===== src/verilog/mem_pkg.sv =====
// Main memory word and address definitions
// Shared by the memory, the memory bus and the cache

package mem_pkg;

   ////////////////////////////////////////////////////////////
   // Widths
   ////////////////////////////////////////////////////////////

   // One data word
   localparam int WORD_BITS = 16;

   // Byte address, bit 0 always zero for word access
   localparam int ADDR_BITS = 16;

   ////////////////////////////////////////////////////////////
   // Types
   ////////////////////////////////////////////////////////////

   typedef logic [WORD_BITS-1:0] word_t;

   typedef logic [ADDR_BITS-1:0] addr_t;

endpackage

===== src/verilog/cache_pkg.sv =====
// Cache geometry and controller types

package cache_pkg;

   ////////////////////////////////////////////////////////////
   // Geometry
   ////////////////////////////////////////////////////////////

   // Four words per block
   localparam int OFFSET_BITS = 2;

   // Sixteen sets
   localparam int INDEX_BITS = 4;

   // Whatever is left above byte, offset and index
   localparam int TAG_BITS = mem_pkg::ADDR_BITS - 1 - OFFSET_BITS - INDEX_BITS;

   localparam int BLOCK_WORDS = 1 << OFFSET_BITS;
   localparam int SETS        = 1 << INDEX_BITS;

   ////////////////////////////////////////////////////////////
   // Address views
   ////////////////////////////////////////////////////////////

   // Lookup fields, MSB first
   typedef struct packed {
      logic [TAG_BITS-1:0]    tag;
      logic [INDEX_BITS-1:0]  index;
      logic [OFFSET_BITS-1:0] offset;
      logic                   byte_sel;
   } addr_fields_t;

   // Same byte address, flat toward memory or split for lookup
   typedef union packed {
      mem_pkg::addr_t flat;
      addr_fields_t   f;
   } cache_addr_u;

   // Controller states
   typedef enum logic [1:0] {
      idle,
      respond,
      fill_issue,
      fill_wait
   } ctrl_state_e;

endpackage


===== src/verilog/mem_bus_if.sv =====
`timescale 1ns/1ps

// Cache controller to main memory
// One-cycle enable per request, reads return on data_valid
interface mem_bus_if;

   logic           enable;
   logic           wr;
   mem_pkg::addr_t addr;
   mem_pkg::word_t wdata;

   // Read return path
   mem_pkg::word_t rdata;
   logic           data_valid;

   // Requester side
   modport ctrl (
      output enable,
      output wr,
      output addr,
      output wdata,
      input  rdata,
      input  data_valid
   );

   // Memory side
   modport mem (
      input  enable,
      input  wr,
      input  addr,
      input  wdata,
      output rdata,
      output data_valid
   );

endinterface


===== src/verilog/cache_ctrl.sv =====
`timescale 1ns/1ps

module cache_ctrl (
   input  logic                              clk,
   input  logic                              rst,
   // CPU side
   input  logic                              req,
   input  logic                              wr,
   input  mem_pkg::addr_t                    addr,
   input  mem_pkg::word_t                    wdata,
   output mem_pkg::word_t                    rdata,
   output logic                              done,
   output logic                              busy,
   // Main memory
   mem_bus_if.ctrl                           mem,
   // Cache array
   output logic [cache_pkg::INDEX_BITS-1:0]  index,
   output logic [cache_pkg::TAG_BITS-1:0]    tag,
   output logic [cache_pkg::OFFSET_BITS-1:0] offset,
   output logic                              word_we,
   output mem_pkg::word_t                    word_wdata,
   output logic                              fill_done,
   input  logic                              hit,
   input  mem_pkg::word_t                    arr_rdata
);

   cache_pkg::ctrl_state_e state;

   // Registered request
   cache_pkg::cache_addr_u req_q;
   logic                   req_wr_q;
   mem_pkg::word_t         req_wdata_q;

   // Fill bookkeeping
   logic [cache_pkg::OFFSET_BITS-1:0] issue_cnt;
   logic [cache_pkg::OFFSET_BITS-1:0] ret_cnt;
   cache_pkg::cache_addr_u            fill_addr;
   mem_pkg::word_t                    fill_word;
   logic                              fill_ret;
   logic                              fill_active;
   logic                              word_ret;
   logic                              lookup_miss;

   ////////////////////////////////////////////////////////////
   // Decode
   ////////////////////////////////////////////////////////////

   assign index = req_q.f.index;
   assign tag   = req_q.f.tag;

   assign fill_active = (state == cache_pkg::fill_issue) || (state == cache_pkg::fill_wait);
   assign word_ret    = fill_active && mem.data_valid;

   // Read miss seen in the lookup cycle, not on the return after a fill
   assign lookup_miss = (state == cache_pkg::respond) && !req_wr_q && !hit && !fill_ret;

   // Block address of the next read to issue
   always_comb begin
      fill_addr            = req_q;
      fill_addr.f.offset   = issue_cnt;
      fill_addr.f.byte_sel = 1'b0;
   end

   ////////////////////////////////////////////////////////////
   // Memory requests
   ////////////////////////////////////////////////////////////

   always_comb begin
      mem.enable = 1'b0;
      mem.wr     = 1'b0;
      mem.addr   = fill_addr.flat;
      mem.wdata  = req_wdata_q;
      case (state)
         cache_pkg::respond: begin
            if (req_wr_q) begin
               // Write through, hit or miss
               mem.enable = 1'b1;
               mem.wr     = 1'b1;
               mem.addr   = req_q.flat;
            end else if (lookup_miss) begin
               // First read of the block
               mem.enable = 1'b1;
            end
         end
         cache_pkg::fill_issue: begin
            mem.enable = 1'b1;
         end
         default: begin
            mem.enable = 1'b0;
         end
      endcase
   end

   ////////////////////////////////////////////////////////////
   // Array controls
   ////////////////////////////////////////////////////////////

   // Returning words land at the return counter
   assign offset     = fill_active ? ret_cnt : req_q.f.offset;
   assign word_we    = word_ret || ((state == cache_pkg::respond) && req_wr_q && hit);
   assign word_wdata = word_ret ? mem.rdata : req_wdata_q;
   assign fill_done  = word_ret && (&ret_cnt);

   // CPU outputs
   assign done  = (state == cache_pkg::respond) && !lookup_miss;
   assign busy  = state != cache_pkg::idle;
   assign rdata = fill_ret ? fill_word : arr_rdata;

   ////////////////////////////////////////////////////////////
   // FSM
   ////////////////////////////////////////////////////////////

   always_ff @(posedge clk) begin
      if (rst) begin
         state     <= cache_pkg::idle;
         issue_cnt <= '0;
         ret_cnt   <= '0;
         fill_ret  <= 1'b0;
      end else begin
         case (state)
            cache_pkg::idle: begin
               if (req) begin
                  state <= cache_pkg::respond;
               end
            end
            cache_pkg::respond: begin
               if (lookup_miss) begin
                  state     <= cache_pkg::fill_issue;
                  issue_cnt <= issue_cnt + 1'b1;
               end else begin
                  state    <= cache_pkg::idle;
                  fill_ret <= 1'b0;
               end
            end
            cache_pkg::fill_issue: begin
               // Counter wraps back to zero after the last offset
               issue_cnt <= issue_cnt + 1'b1;
               if (&issue_cnt) begin
                  state <= cache_pkg::fill_wait;
               end
            end
            cache_pkg::fill_wait: begin
               if (fill_done) begin
                  state    <= cache_pkg::respond;
                  fill_ret <= 1'b1;
               end
            end
            default: begin
               state <= cache_pkg::idle;
            end
         endcase
         // Count returns, also wraps after four
         if (word_ret) begin
            ret_cnt <= ret_cnt + 1'b1;
         end
      end
   end

   // Request capture
   always_ff @(posedge clk) begin
      if ((state == cache_pkg::idle) && req) begin
         req_q.flat  <= addr;
         req_wr_q    <= wr;
         req_wdata_q <= wdata;
      end
   end

   // Keep the requested word as it streams past
   always_ff @(posedge clk) begin
      if (word_ret && (ret_cnt == req_q.f.offset)) begin
         fill_word <= mem.rdata;
      end
   end

   ////////////////////////////////////////////////////////////
   // Checks
   ////////////////////////////////////////////////////////////

   // No back-pressure, CPU must wait for done
   a_no_req_busy: assert property (@(posedge clk) disable iff (rst)
      busy |-> !req);

endmodule


===== src/flat_wrapper.sv =====
// flat-port wrapper written by rule: the top's interface ports become plain ports
module cache_ctrl_flat 
  (clk, rst, req, wr, addr, wdata, rdata, done, busy, index, tag, offset, word_we, word_wdata, fill_done, hit, arr_rdata, mem_enable, mem_wr, mem_addr, mem_wdata, mem_rdata, mem_data_valid);
  mem_bus_if mem_i ();
  input  logic clk;
  input  logic rst;
  input  logic req;
  input  logic wr;
  input  mem_pkg::addr_t addr;
  input  mem_pkg::word_t wdata;
  output mem_pkg::word_t rdata;
  output logic done;
  output logic busy;
  output logic [cache_pkg::INDEX_BITS-1:0] index;
  output logic [cache_pkg::TAG_BITS-1:0] tag;
  output logic [cache_pkg::OFFSET_BITS-1:0] offset;
  output logic word_we;
  output mem_pkg::word_t word_wdata;
  output logic fill_done;
  input  logic hit;
  input  mem_pkg::word_t arr_rdata;
  output wire logic [$bits(mem_i.enable)-1:0] mem_enable;
  output wire logic [$bits(mem_i.wr)-1:0] mem_wr;
  output wire logic [$bits(mem_i.addr)-1:0] mem_addr;
  output wire logic [$bits(mem_i.wdata)-1:0] mem_wdata;
  input wire logic [$bits(mem_i.rdata)-1:0] mem_rdata;
  input wire logic [$bits(mem_i.data_valid)-1:0] mem_data_valid;
  assign mem_enable = mem_i.enable;
  assign mem_wr = mem_i.wr;
  assign mem_addr = mem_i.addr;
  assign mem_wdata = mem_i.wdata;
  assign mem_i.rdata = mem_rdata;
  assign mem_i.data_valid = mem_data_valid;
  cache_ctrl u_core (.clk(clk), .rst(rst), .req(req), .wr(wr), .addr(addr), .wdata(wdata), .rdata(rdata), .done(done), .busy(busy), .mem(mem_i), .index(index), .tag(tag), .offset(offset), .word_we(word_we), .word_wdata(word_wdata), .fill_done(fill_done), .hit(hit), .arr_rdata(arr_rdata));
endmodule

===== config.mk =====
export PLATFORM = sky130hd
export DESIGN_NAME = cache_ctrl_flat
export DESIGN_NICKNAME = d
export VERILOG_FILES = /design/src/verilog/mem_pkg.sv /design/src/verilog/cache_pkg.sv /design/src/verilog/mem_bus_if.sv /design/src/verilog/cache_ctrl.sv /design/src/flat_wrapper.sv
export SDC_FILE = /design/constraint.sdc
export NUM_CORES = 1
export LEC_CHECK = 0
export BUFFER_PORTS_ARGS = -buffer_cell sky130_fd_sc_hd__clkbuf_2
export CAP_MARGIN = 10
export CORE_MARGIN = 4
export CORE_UTILIZATION = 44
export CTS_CLUSTER_SIZE = 24
export DETAILED_ROUTE_END_ITERATION = 6
export HOLD_SLACK_MARGIN = 0.1
export PLACE_DENSITY = 0.81
export RECOVER_POWER = 25
export SLEW_MARGIN = 25
export SYNTH_ARGS = -nofsm -noshare
export SYNTH_HDL_FRONTEND = slang
export SYNTH_SLANG_ARGS = --single-unit

===== constraint.sdc =====
create_clock -name clk -period 3.7 [get_ports clk]
set_clock_uncertainty 0.15 [all_clocks]
set_input_delay 0.555 -clock clk [delete_from_list [all_inputs] [get_ports clk]]
set_output_delay 0.555 -clock clk [all_outputs]
set_load 0.1 [all_outputs]

Yosys cells after proc, flatten, opt, wreduce, memory -nomap -nowiden --
Cells that the tools add are included.
Cells by class: equality and inequality tests 9, add/subtract/negate cells 2, reductions and logical operators 25, multiplexer cells 20
Operators with widths (count):
- $mux W16 | 2
- $mux W2 | 6
- $logic_and A1 B1 Y1 | 10
- $ne A2 B2 Y1 const B | 4
- $pmux W2 S4 | 1
- $mux W1 | 6
- $mux W3 | 2
- $reduce_and A2 Y1 | 3
- $reduce_and A3 Y1 | 2
- $reduce_bool A2 Y1 | 3
- $add A2 B1 Y2 const B | 2
- $eq A2 B2 Y1 const B | 2
- $logic_not A1 Y1 | 4
- $pmux W1 S2 | 2
- $pmux W2 S2 | 1
- $eq A2 B1 Y1 const B | 1
- $eq A2 B2 Y1 | 1
- $logic_not A2 Y1 | 1
- $logic_or A1 B1 Y1 | 2
- $ne A2 B1 Y1 const B | 1
Storage, ports and cells: register bits 56, word-level logic and storage cells 64

Logic depth before layout (Yosys ltp) --
Gate-level depths: netlist of the first run.
depth in word-level cells 7, gate-level depth with buffers 6

Worst setup path after synthesis of the first run --
No wires, ideal clock.
kind register to output, start register u_core.fill_ret, end output port done, cell stages (with the launch flop) 5, path buffers 2, setup slack 0.977 ns, arrival 2.018 ns, cells stage by stage dfxtp_1 > buf_4 > buf_4 > nor3_1 > nor2_1
On the way: longest elaborated chain between the ends 4
Ends and longest elaborated chain:
- from (decl) | line cache_ctrl.sv:39 | logic fill_ret;
- from (signal assigned) | line cache_ctrl.sv:118 | fill_ret <= 1'b0;
- from (signal assigned) | line cache_ctrl.sv:132 | fill_ret <= 1'b0;
- from (signal assigned) | line cache_ctrl.sv:145 | fill_ret <= 1'b1;
- $logic_not A1 Y1 | line cache_ctrl.sv:55 | assign lookup_miss = (state == cache_pkg::respond) && !req_wr_q && !hit && !fill_ret;
- $logic_and A1 B1 Y1 | line cache_ctrl.sv:55
- $logic_not A1 Y1 | line cache_ctrl.sv:105 | assign done = (state == cache_pkg::respond) && !lookup_miss;
- $logic_and A1 B1 Y1 | line cache_ctrl.sv:105
- to (decl) | line flat_wrapper.sv:12 | output logic done;
No other way between the ends.

Worst setup path after layout of the first run --
start register u_core.state[0], end output port word_wdata[1]
On the way: longest elaborated chain between the ends 4
Ends and longest elaborated chain:
- from (decl) | line cache_ctrl.sv:27 | cache_pkg::ctrl_state_e state;
- from (signal assigned) | line cache_ctrl.sv:115 | state <= cache_pkg::idle;
- from (signal assigned) | line cache_ctrl.sv:123 | state <= cache_pkg::respond;
- from (signal assigned) | line cache_ctrl.sv:128 | state <= cache_pkg::fill_issue;
- $eq A2 B2 Y1 | line cache_ctrl.sv:51 | assign fill_active = (state == cache_pkg::fill_issue) || (state == cache_pkg::fill_wait);
- $logic_or A1 B1 Y1 * | line cache_ctrl.sv:51
- $logic_and A1 B1 Y1 * | line cache_ctrl.sv:52 | assign word_ret = fill_active && mem.data_valid;
- $mux W16 * | line cache_ctrl.sv:101 | assign word_wdata = word_ret ? mem.rdata : req_wdata_q;
- to (decl) | line flat_wrapper.sv:18 | output mem_pkg::word_t word_wdata;
Mark *: on every way between the ends. The rest lies on a longest branch, timed or not.

==> results.md, run 1 <==
- Multi-input logic area: 781 um^2
- Register area share after synthesis: 61.4%
- Crit path required time: 2.99 ns
- Worst-Skew Late Latency: 0.30 ns
- Max_cap viols: 0
- Synth area leaders: edfxtp_1 (56%), mux2_2 (15%), buf_4 (8.0%), dfxtp_1 (5.3%), ha_1 (2.9%)
- Worst R2R Setup Slack: 1.32 ns
- Core ar.: 5640 um^2
- Drt pass-1 iters: 3
- Final core occ: 60.3%
- Final antenna-violating net count: 0
- Worst Reg-to-Reg Cells: 6
- Leading cell type in the layout, fill and taps excluded: clkbuf_2
- First-pass GRT wire length: 9730 um
- Arrival @ worst endpoint: 2.28 ns
- Synth area leader: edfxtp_1
- Area Overhead vs Synth: 29.6%
- Ys async rst share: 0%
- Final #Nets: 389
- Yosys Warn Count: 0
- Die width: 85.3 um
- Metal1 wirelength: 2250 um
- Antenna violations before repair: 0
- GRT overflow: 0
- Met3 wire len: 594 um
- Vias in the first global route: 1971
- Post-placement cell area: 3310 um^2
- Worst setup EP type: output port
- Post-route DRC violation count: 0
- Post-synth top area share: 56.0%
- Post-Route Setup TNS: 0 ns
- Post-synth EDFFs: 49
- Slew HR: 56.4%
- Post-synthesis cell count: 178
- Clock Sinks: 56
- Static leakage: 1.56 nW
- Main flop type after synthesis: edfxtp_1
- Num ports: 155
- Unrepaired setup endpoints after global routing: false
- Reg clk slew, reported paths: 0.10 ns
- Die footprint: 7270 um^2
- RD Place Congestion: 0.789
- Final min period: 2.98 ns
- Wire length per cell: 16.1 um
- HP Class: in2reg
- Num rows: 27
- Die height: 85.3 um
- Most frequent cells in the layout: clkbuf_2 (141), edfxtp_1 (49), mux2_2 (35)
- Layout cells sized above 1: 61.8%
- Setup violations, final: 0
- Met2 wire len: 3220 um
- Number of CTS-inserted buffers: 5
- Initial Util: 46.6%
- Fmax: 0.336 GHz
- Critical path origin: u_core.state[0]
- RR Startpoint: u_core.state[0]
- Total GRT Usage: 17.1%
- Fillers: 486
- Reg area: 1610 um^2
- Detail Placement HPWL: 4960 um
- Final Cycle Share: 80.5%
- Syn_area_per_cell: 14.8 um^2
- CTS max path bufs: 2
- Vias: 1857
- Post-CTS setup buffer count: 0
- Routed wire length: 6210 um
- Antenna Cells: 0
- Setup CP Type: reg2out
- 1st-iter DRT viols: 78
- Slew @ Worst Pin: 0.650 ns
- Syn_nets: 254
- Mapped cell area: 2630 um^2
- Startpoint types: register
- Largest fanout on the critical path: 20
- CTS tree: yes
- Final cell area excluding filler cells: 3400 um^2
- Flops & latches, synth: 56
- H-tree Lvls: 2
- Unique masters post-synth: 31
- Status: complete, no violations
- Largest net degree at the start of global routing: 34
- CP Capture Point: word_wdata[1]
- Hold_buf cts: 0
- PostCTS Resize Cnt: 0
- Final Hold Viols: 0
- Highest Signal Layer: met4
- PortBufs: 154
- Slew Viols, Final: 0
- WHS: 0.270 ns
- VDD IR max: 317 uV
- Via density: 4.81
- Worst R2R End: u_core.fill_word[13]
- PwrDens: 515 nW/um^2
- Root Driver: clkbuf_8
==> worst min-delay path by stage <==
stage | slack [ns] | cells past startpoint | endpoint | from
2_1_floorplan | 0.33 | 2 | u_core.state[0] | u_core.state[0]
3_3_place_gp | 0.34 | 2 | u_core.state[0] | u_core.state[0]
3_5_place_dp | 0.36 | 2 | u_core.state[0] | u_core.state[0]
4_1_cts | 0.26 | 1 | u_core.mem.wdata[4] | wdata[4]
5_1_grt | 0.25 | 1 | u_core.mem.wdata[2] | wdata[2]
6_report | 0.27 | 1 | u_core.mem.wdata[0] | wdata[0]
==> area by class of cell <==
type / count / area share, %
clock inverters: 3 / 1.36
well taps: 72 / 2.65
repair buffers: 158 / 23.0
inverters: 6 / 0.662
multi-input cells: 86 / 22.9
flip-flops and latches: 56 / 47.3
clock buffers: 5 / 2.02
==> per-stage QoR <==
step           worst slack [ns]  cells  power [mW]
6_report                  0.720    386        1.75
5_1_grt                   0.647    386        1.82
4_1_cts                   0.705    386        1.77
3_5_place_dp               1.06    378        1.37
3_3_place_gp               1.15    378        1.37
2_1_floorplan             0.977    178        1.29
==> cell families after synthesis <==
kind of cell | after synthesis | synth area share, %
muxes | 37 | 15.8
xor gates and xnor gates | 3 | 1.00
buffers and inverters | 36 | 9.24
and+or+nand+nor | 26 | 6.10
adders and majority gates | 6 | 2.86
AOI/OAI and AO/OA | 14 | 3.62
DFF | 56 | 61.4
==> layer usage <==
layer  global-route usage (%)  vias up
li1                         -      897
met1                     18.5      840
met2                     31.0      105
met3                     4.95       15
met4                     6.76        0
met5                        0        -
==> synth_stat cells (all sizes together), types with 2 or more instances <==
| cell | n |
|---|---|
| nor3 | 5 |
| edfxtp | 49 |
| nand4 | 2 |
| a21oi | 4 |
| nand2 | 3 |
| xor2 | 3 |
| nand3 | 2 |
| inv | 6 |
| nor2b | 3 |
| nor2 | 4 |
| dfxtp | 7 |
| ha | 6 |
| o21ai | 4 |
| nand2b | 2 |
| mux2 | 36 |
| or3b | 2 |
| buf | 30 |
==> sequential cells by signal, indices dropped and copies added, names as in the netlist <==
register and cells:
u_core.fill_word 16, u_core.mem.wdata 16, u_core.req_q 16, u_core.issue_cnt 2, u_core.ret_cnt 2, u_core.state 2
u_core.fill_ret 1, u_core.req_wr_q 1
==> power breakdown <==
group	switching [mW]	internal (mW)	leakage, nW
clock network	0.195	0.205	0.0600
logic	0.522	0.0911	0.979
registers	0.0179	0.722	0.516
==> worst max-delay path, cell delays in order, from the launching register on <==
cell and delay, ns:
dfxtp_1 0.40, inv_1 0.09, ha_1 0.29, o21ai_2 0.13, buf_4 0.30, mux2_2 0.38, clkbuf_2 0.37
Power figures use the tool's default switching activity.
==> run 2, diff against run 1 <==
==> constraint.sdc (replaced) <==
create_clock -name clk -period 2.9 [get_ports clk]
set_clock_uncertainty 0.15 [all_clocks]
set_input_delay 0.435 -clock clk [delete_from_list [all_inputs] [get_ports clk]]
set_output_delay 0.435 -clock clk [all_outputs]
set_load 0.1 [all_outputs]
==> run 2 against run 1 <==
Against the previous run:
- final cell count did not move
- routed wire length rose by 0.34%
- sequential cell count unchanged
- core utilization decreased by 0.42 points
- highest routed layer unchanged
==> results.md, run 2 (same netlist as run 1, synthesis figures left out) <==
- Max_cap viols: 0 (unchanged)
- Num ports: 155 (unchanged)
- Clock Sinks: 56 (unchanged)
- Reg power frac: 43.9% (+1.7 points)
- Vias in the first global route: 2062 (+4.6%)
- CP max stage delay: 0.40 ns (about the same)
- Num rows: 27 (unchanged)
- Final #Nets: 389 (unchanged)
- Setup violations, final: 0 (unchanged)
- Largest fanout on the critical path: 20 (unchanged)
- Drt pass-1 iters: 4 (+1)
- Sw power: 0.939 mW (+28%)
- Post-route DRC violation count: 0 (unchanged)
- Area Overhead vs Synth: 28.7%
- CTS tree: yes
- Unrepaired setup endpoints after global routing: false
- Top cell family by delay on the critical path: buffers and inverters
- VDD IR max: 393 uV (+24%)
- Met2 wire len: 3200 um (-0.68%)
- Final min period: 2.80 ns
- Leading cell type in the layout, fill and taps excluded: clkbuf_2
- Logic pwr share: 36.4% (+1.5 points)
- Detail Placement HPWL: 4950 um (about the same)
- Wire length per cell: 16.1 um (+0.34%)
- Hold_buf cts: 0 (unchanged)
- Antenna violations before repair: 0 (unchanged)
- Slew HR: 62.3% (+5.8 points)
- Post-Route Setup TNS: 0 ns (unchanged)
- Slew @ Worst Pin: 0.568 ns (-0.0815 ns)
- Setup CP Type: reg2out
- PwrDens: 636 nW/um^2 (+23%)
- Antenna Cells: 0 (unchanged)
- Vias: 1885 (+1.5%)
- CTS max path bufs: 2 (unchanged)
- Metal1 wirelength: 2330 um (+3.6%)
- Root Driver: clkbuf_8
- Startpoint types: register
- Pint: 1.21 mW (+19%)
- Die width: 85.3 um (unchanged)
- Worst setup EP type: output port
- Fmax: 0.357 GHz
- Worst-Skew Late Latency: 0.30 ns (about the same)
- Slew Viols, Final: 0 (unchanged)
- Clock group share of total power: 19.6% (-3.3 points)
- Layout cells sized above 1: 62.1% (+0.32 points)
- Largest net degree at the start of global routing: 34 (unchanged)
- Most frequent cells in the layout: clkbuf_2 (125), edfxtp_1 (49), mux2_2 (35)
- Total GRT Usage: 17.1% (+0.072 points)
- Die height: 85.3 um (unchanged)
- H-tree Lvls: 2 (unchanged)
- Status: complete, no violations
- First-pass GRT wire length: 9700 um (-0.29%)
- Met3 wire len: 558 um (-6.1%)
- Critical-path cell list: inv_1 > ha_1 > o21ai_2 > buf_4 > mux2_2 > buf_2
- Routed wire length: 6230 um (+0.34%)
- Buf/Inv on CP: 3 (unchanged)
- Core ar.: 5640 um^2 (unchanged)
- Via density: 4.88 (+1.5%)
- Reg clk slew, reported paths: 0.10 ns (about the same)
- RD Place Congestion: 0.867 (+9.9%)
- 1st-iter DRT viols: 94 (+21%)
- Pwr Total: 2.15 mW (+23%)
- Static leakage: 1.54 nW (-0.98%)
- Final Cycle Share: 96.6%
- Crit path required time: 2.32 ns (-0.67 ns)
- Number of CTS-inserted buffers: 5 (unchanged)
- Highest Signal Layer: met4
- Post-CTS setup buffer count: 0 (unchanged)
- Critical path's slowest cell: dfxtp_1
- HP Class: in2reg
- PortBufs: 154 (unchanged)
- Arrival @ worst endpoint: 2.22 ns (-0.06 ns)
- GRT overflow: 0 (unchanged)
- Net Sw Frac: 43.7% (+1.8 points)
- Die footprint: 7270 um^2 (unchanged)
- Initial Util: 46.6% (unchanged)
- Final antenna-violating net count: 0 (unchanged)
- Final Hold Viols: 0 (unchanged)
[run 2: cell types whose count changed in the layout (fill, tap and decap cells not counted), sizes merged]
cell,delta
buf,+17
clkbuf,-17
bufinv,-1
clkinvlp,+1
[run 2: power by group through the flow]
stage,Clock (mW),Sequential (mW),Combinational (mW)
after detailed placement,0,0.962,0.789
after global placement,0,0.960,0.781
after global routing,0.474,0.948,0.807
after CTS,0.433,0.944,0.789
final,0.422,0.944,0.783
after floorplan,0,1.07,0.572
[run 2: what timing repair did]
action,4_1_cts,5_1_grt
setup endpoints to repair,0,17
gates resized for setup,0,17
hold endpoints to repair,0,0
[run 2: metal layers]
layer | up-vias | track usage (%)
li1 | 903 | -
met2 | 104 | 32.1
met1 | 864 | 18.0
met3 | 14 | 5.15
met5 | - | 0
met4 | 0 | 6.04
[run 2: path summary, 6_finish.rpt]
kind | slack, ns | from | cells past startpoint | end
hold reg to reg | 0.39 | u_core.state[0] | 2 | u_core.state[0]
setup / recovery | 0.1 | u_core.state[0] | 6 | word_wdata[1]
hold / removal | 0.15 | addr[11] | 1 | u_core.req_q[11]
setup reg to reg | 0.92 | u_core.state[0] | 6 | u_core.fill_word[4]
[run 2: layout make-up]
type	instances	area [um^2]
Sequential cell	56	1610
Inverter	6	22.5
Timing Repair Buffer	158	786
Clock buffer	5	68.8
Fill cell	488	2260
Tap cell	72	90.1
Multi-Input combinational cell	86	781
Clock inverter	3	21.3
[run 2: per-stage QoR]
step                      utilization (%)  instance area (um^2)  worst slack [ns]  cells  hold slack [ns]
final                                59.9                  3380            0.0999    386            0.147
after detailed placement             58.6                  3310             0.363    378            0.366
after CTS                            60.2                  3400            0.0146    386            0.142
after global routing                 59.9                  3380           0.00403    386            0.125
after floorplan                         -                  2630             0.268    178            0.326
after global placement               58.6                  3310             0.475    378            0.356
==> run 3, diff against run 2 <==
==> constraint.sdc (replaced) <==
create_clock -name clk -period 3.15 [get_ports clk]
set_clock_uncertainty 0.15 [all_clocks]
set_input_delay 0.4725 -clock clk [delete_from_list [all_inputs] [get_ports clk]]
set_output_delay 0.4725 -clock clk [all_outputs]
set_load 0.1 [all_outputs]
==> run 3 against run 2 <==
Against the previous run:
- clock-buffer cell count is the same
- power decreased by 0.65%
- sequential power shrank 7.9%
- global-route usage down 0.075 points
- die area is the same
- critical path depth is the same
- clock power increased by 29%
- critical endpoint is now word_wdata[8]
- sequential share of layout area fell by 0.78 points
- critical path type unchanged
- routed wire length is 1.6% lower
- highest routed layer unchanged
- register-to-register slack got worse by 0.15 ns
==> results.md, run 3 (same netlist as run 1, synthesis figures left out) <==
- Status: complete, no violations
- Slew HR: 56.7% (-5.6 points)
- Drt pass-1 iters: 4 (unchanged)
- Reg clk slew, reported paths: 0.10 ns (about the same)
- Die height: 85.3 um (unchanged)
- Logic pwr share: 33.7% (-2.7 points)
- Setup WS pre-CTS: 0.520 ns (+0.156 ns)
- Routed wire length: 6140 um (-1.6%)
- Largest fanout on the critical path: 11 (-45%)
- Pint: 1.28 mW (+5.4%)
- Leading cell type in the layout, fill and taps excluded: clkbuf_2
- Critical path origin: u_core.state[0]
- Antenna violations before repair: 0 (unchanged)
- Via density: 4.82 (-1.4%)
- Post-placement cell area: 3310 um^2 (+0.23%)
- Slew Viols, Final: 0 (unchanged)
- Pwr Total: 2.14 mW (-0.65%)
- Antenna Cells: 0 (unchanged)
- Final cell area excluding filler cells: 3440 um^2 (+1.7%)
- 1st-iter DRT viols: 66 (-30%)
- Worst setup EP type: output port
- Fillers: 474 (-2.9%)
- Startpoint types: register
- Num rows: 27 (unchanged)
- Area Overhead vs Synth: 30.9%
- Net Sw Frac: 40.3% (-3.4 points)
- Final antenna-violating net count: 0 (unchanged)
- Final Cycle Share: 94.0%
- Hold Startpoint: addr[3]
- HP Class: in2reg
- Final #Nets: 390 (+0.26%)
- Arrival @ worst endpoint: 2.34 ns (+0.12 ns)
- RD Place Congestion: 0.929 (+7.1%)
- VDD IR max: 401 uV (+2.2%)
- Final Hold Viols: 0 (unchanged)
- Layout Cells excl Fill: 387 (+0.26%)
- Setup CP Type: reg2out
- CTS max path bufs: 2 (unchanged)
- Final core occ: 60.9% (+1.0 points)
- PwrDens: 621 nW/um^2 (-2.3%)
- Initial Util: 46.6% (unchanged)
- RR Startpoint: u_core.state[0]
- Clock group share of total power: 25.6% (+6.0 points)
- Post-CTS setup buffer count: 0 (unchanged)
- Static leakage: 1.57 nW (+2.2%)
- Number of CTS-inserted buffers: 5 (unchanged)
- Post-Route Setup TNS: 0 ns (unchanged)
- Root Driver: clkbuf_8
- GRT overflow: 0 (unchanged)
- Vias: 1864 (-1.1%)
- Final min period: 2.96 ns
- Reg power frac: 40.7% (-3.2 points)
- CTS tree: yes
- Wire length per cell: 15.9 um (-1.8%)
- PostCTS Resize Cnt: 0 (unchanged)
- Final WS setup: 0.188 ns (+0.0883 ns)
- Most frequent cells in the layout: clkbuf_2 (143), edfxtp_1 (49), mux2_2 (35)
- Largest net degree at the start of global routing: 34 (unchanged)
- Layout cells sized above 1: 62.5% (+0.44 points)
- Crit path required time: 2.53 ns (+0.21 ns)
- Sw power: 0.860 mW (-8.4%)
- Detail Placement HPWL: 4970 um (+0.22%)
- Slew @ Worst Pin: 0.647 ns (+0.0782 ns)
- Post-route DRC violation count: 0 (unchanged)
- First-pass GRT wire length: 9690 um (-0.14%)
- Fmax: 0.338 GHz
- Hold_buf cts: 0 (unchanged)
- Unrepaired setup endpoints after global routing: false
- Die width: 85.3 um (unchanged)
- Worst-Skew Late Latency: 0.30 ns (about the same)
- Worst R2R Setup Slack: 0.77 ns (-0.15 ns)
- H-tree Lvls: 2 (unchanged)
- Clock Sinks: 56 (unchanged)
- PortBufs: 154 (unchanged)
- WHS: 0.185 ns (+0.0375 ns)
- Total GRT Usage: 17.1% (-0.075 points)
- Vias in the first global route: 2040 (-1.1%)
- Die footprint: 7270 um^2 (unchanged)
- Placed cells: 379 (+0.26%)
- Setup violations, final: 0 (unchanged)
- Max_cap viols: 0 (unchanged)
- Core ar.: 5640 um^2 (unchanged)
- Num ports: 155 (unchanged)
[run 3: final timing paths]
path | depth (start not counted) | endpoint
setup / recovery | 6 | word_wdata[8]
hold / removal | 1 | u_core.req_q[3]
setup reg to reg | 6 | u_core.fill_word[10]
hold reg to reg | 2 | u_core.state[0]
[run 3: metal layers]
layer | GRT usage (%) | vias up | part of all wire [%]
li1 | - | 898 | -
met1 | 18.6 | 847 | 37
met2 | 30.9 | 108 | 51
met3 | 5.73 | 11 | 10
met4 | 5.76 | 0 | 2.0
met5 | 0 | - | 0
[run 3: area by class of cell]
type                            instances  area (um^2)  area share (%)
Clock buffer                            5         68.8            2.00
Clock inverter                          3         68.8            2.00
Inverter                                6         22.5           0.655
Multi-Input combinational cell         86          781            22.7
Sequential cell                        56         1610            46.9
Tap cell                               72         90.1            2.62
Timing Repair Buffer                  159          795            23.1
[run 3: power groups by stage]
stage	Combinational [mW]	Clock [mW]	Sequential (mW)
4_1_cts	0.726	0.560	0.869
3_5_place_dp	0.726	0	0.885
3_3_place_gp	0.721	0	0.884
5_1_grt	0.744	0.597	0.873
2_1_floorplan	0.526	0	0.985
6_report	0.720	0.546	0.869
[run 3: critical path, stage by stage, from the launching register on]
cell and delay [ns]:
dfxtp_1 0.40, inv_1 0.08, ha_1 0.28, o21ai_2 0.28, buf_4 0.27, mux2_2 0.35, clkbuf_2 0.37
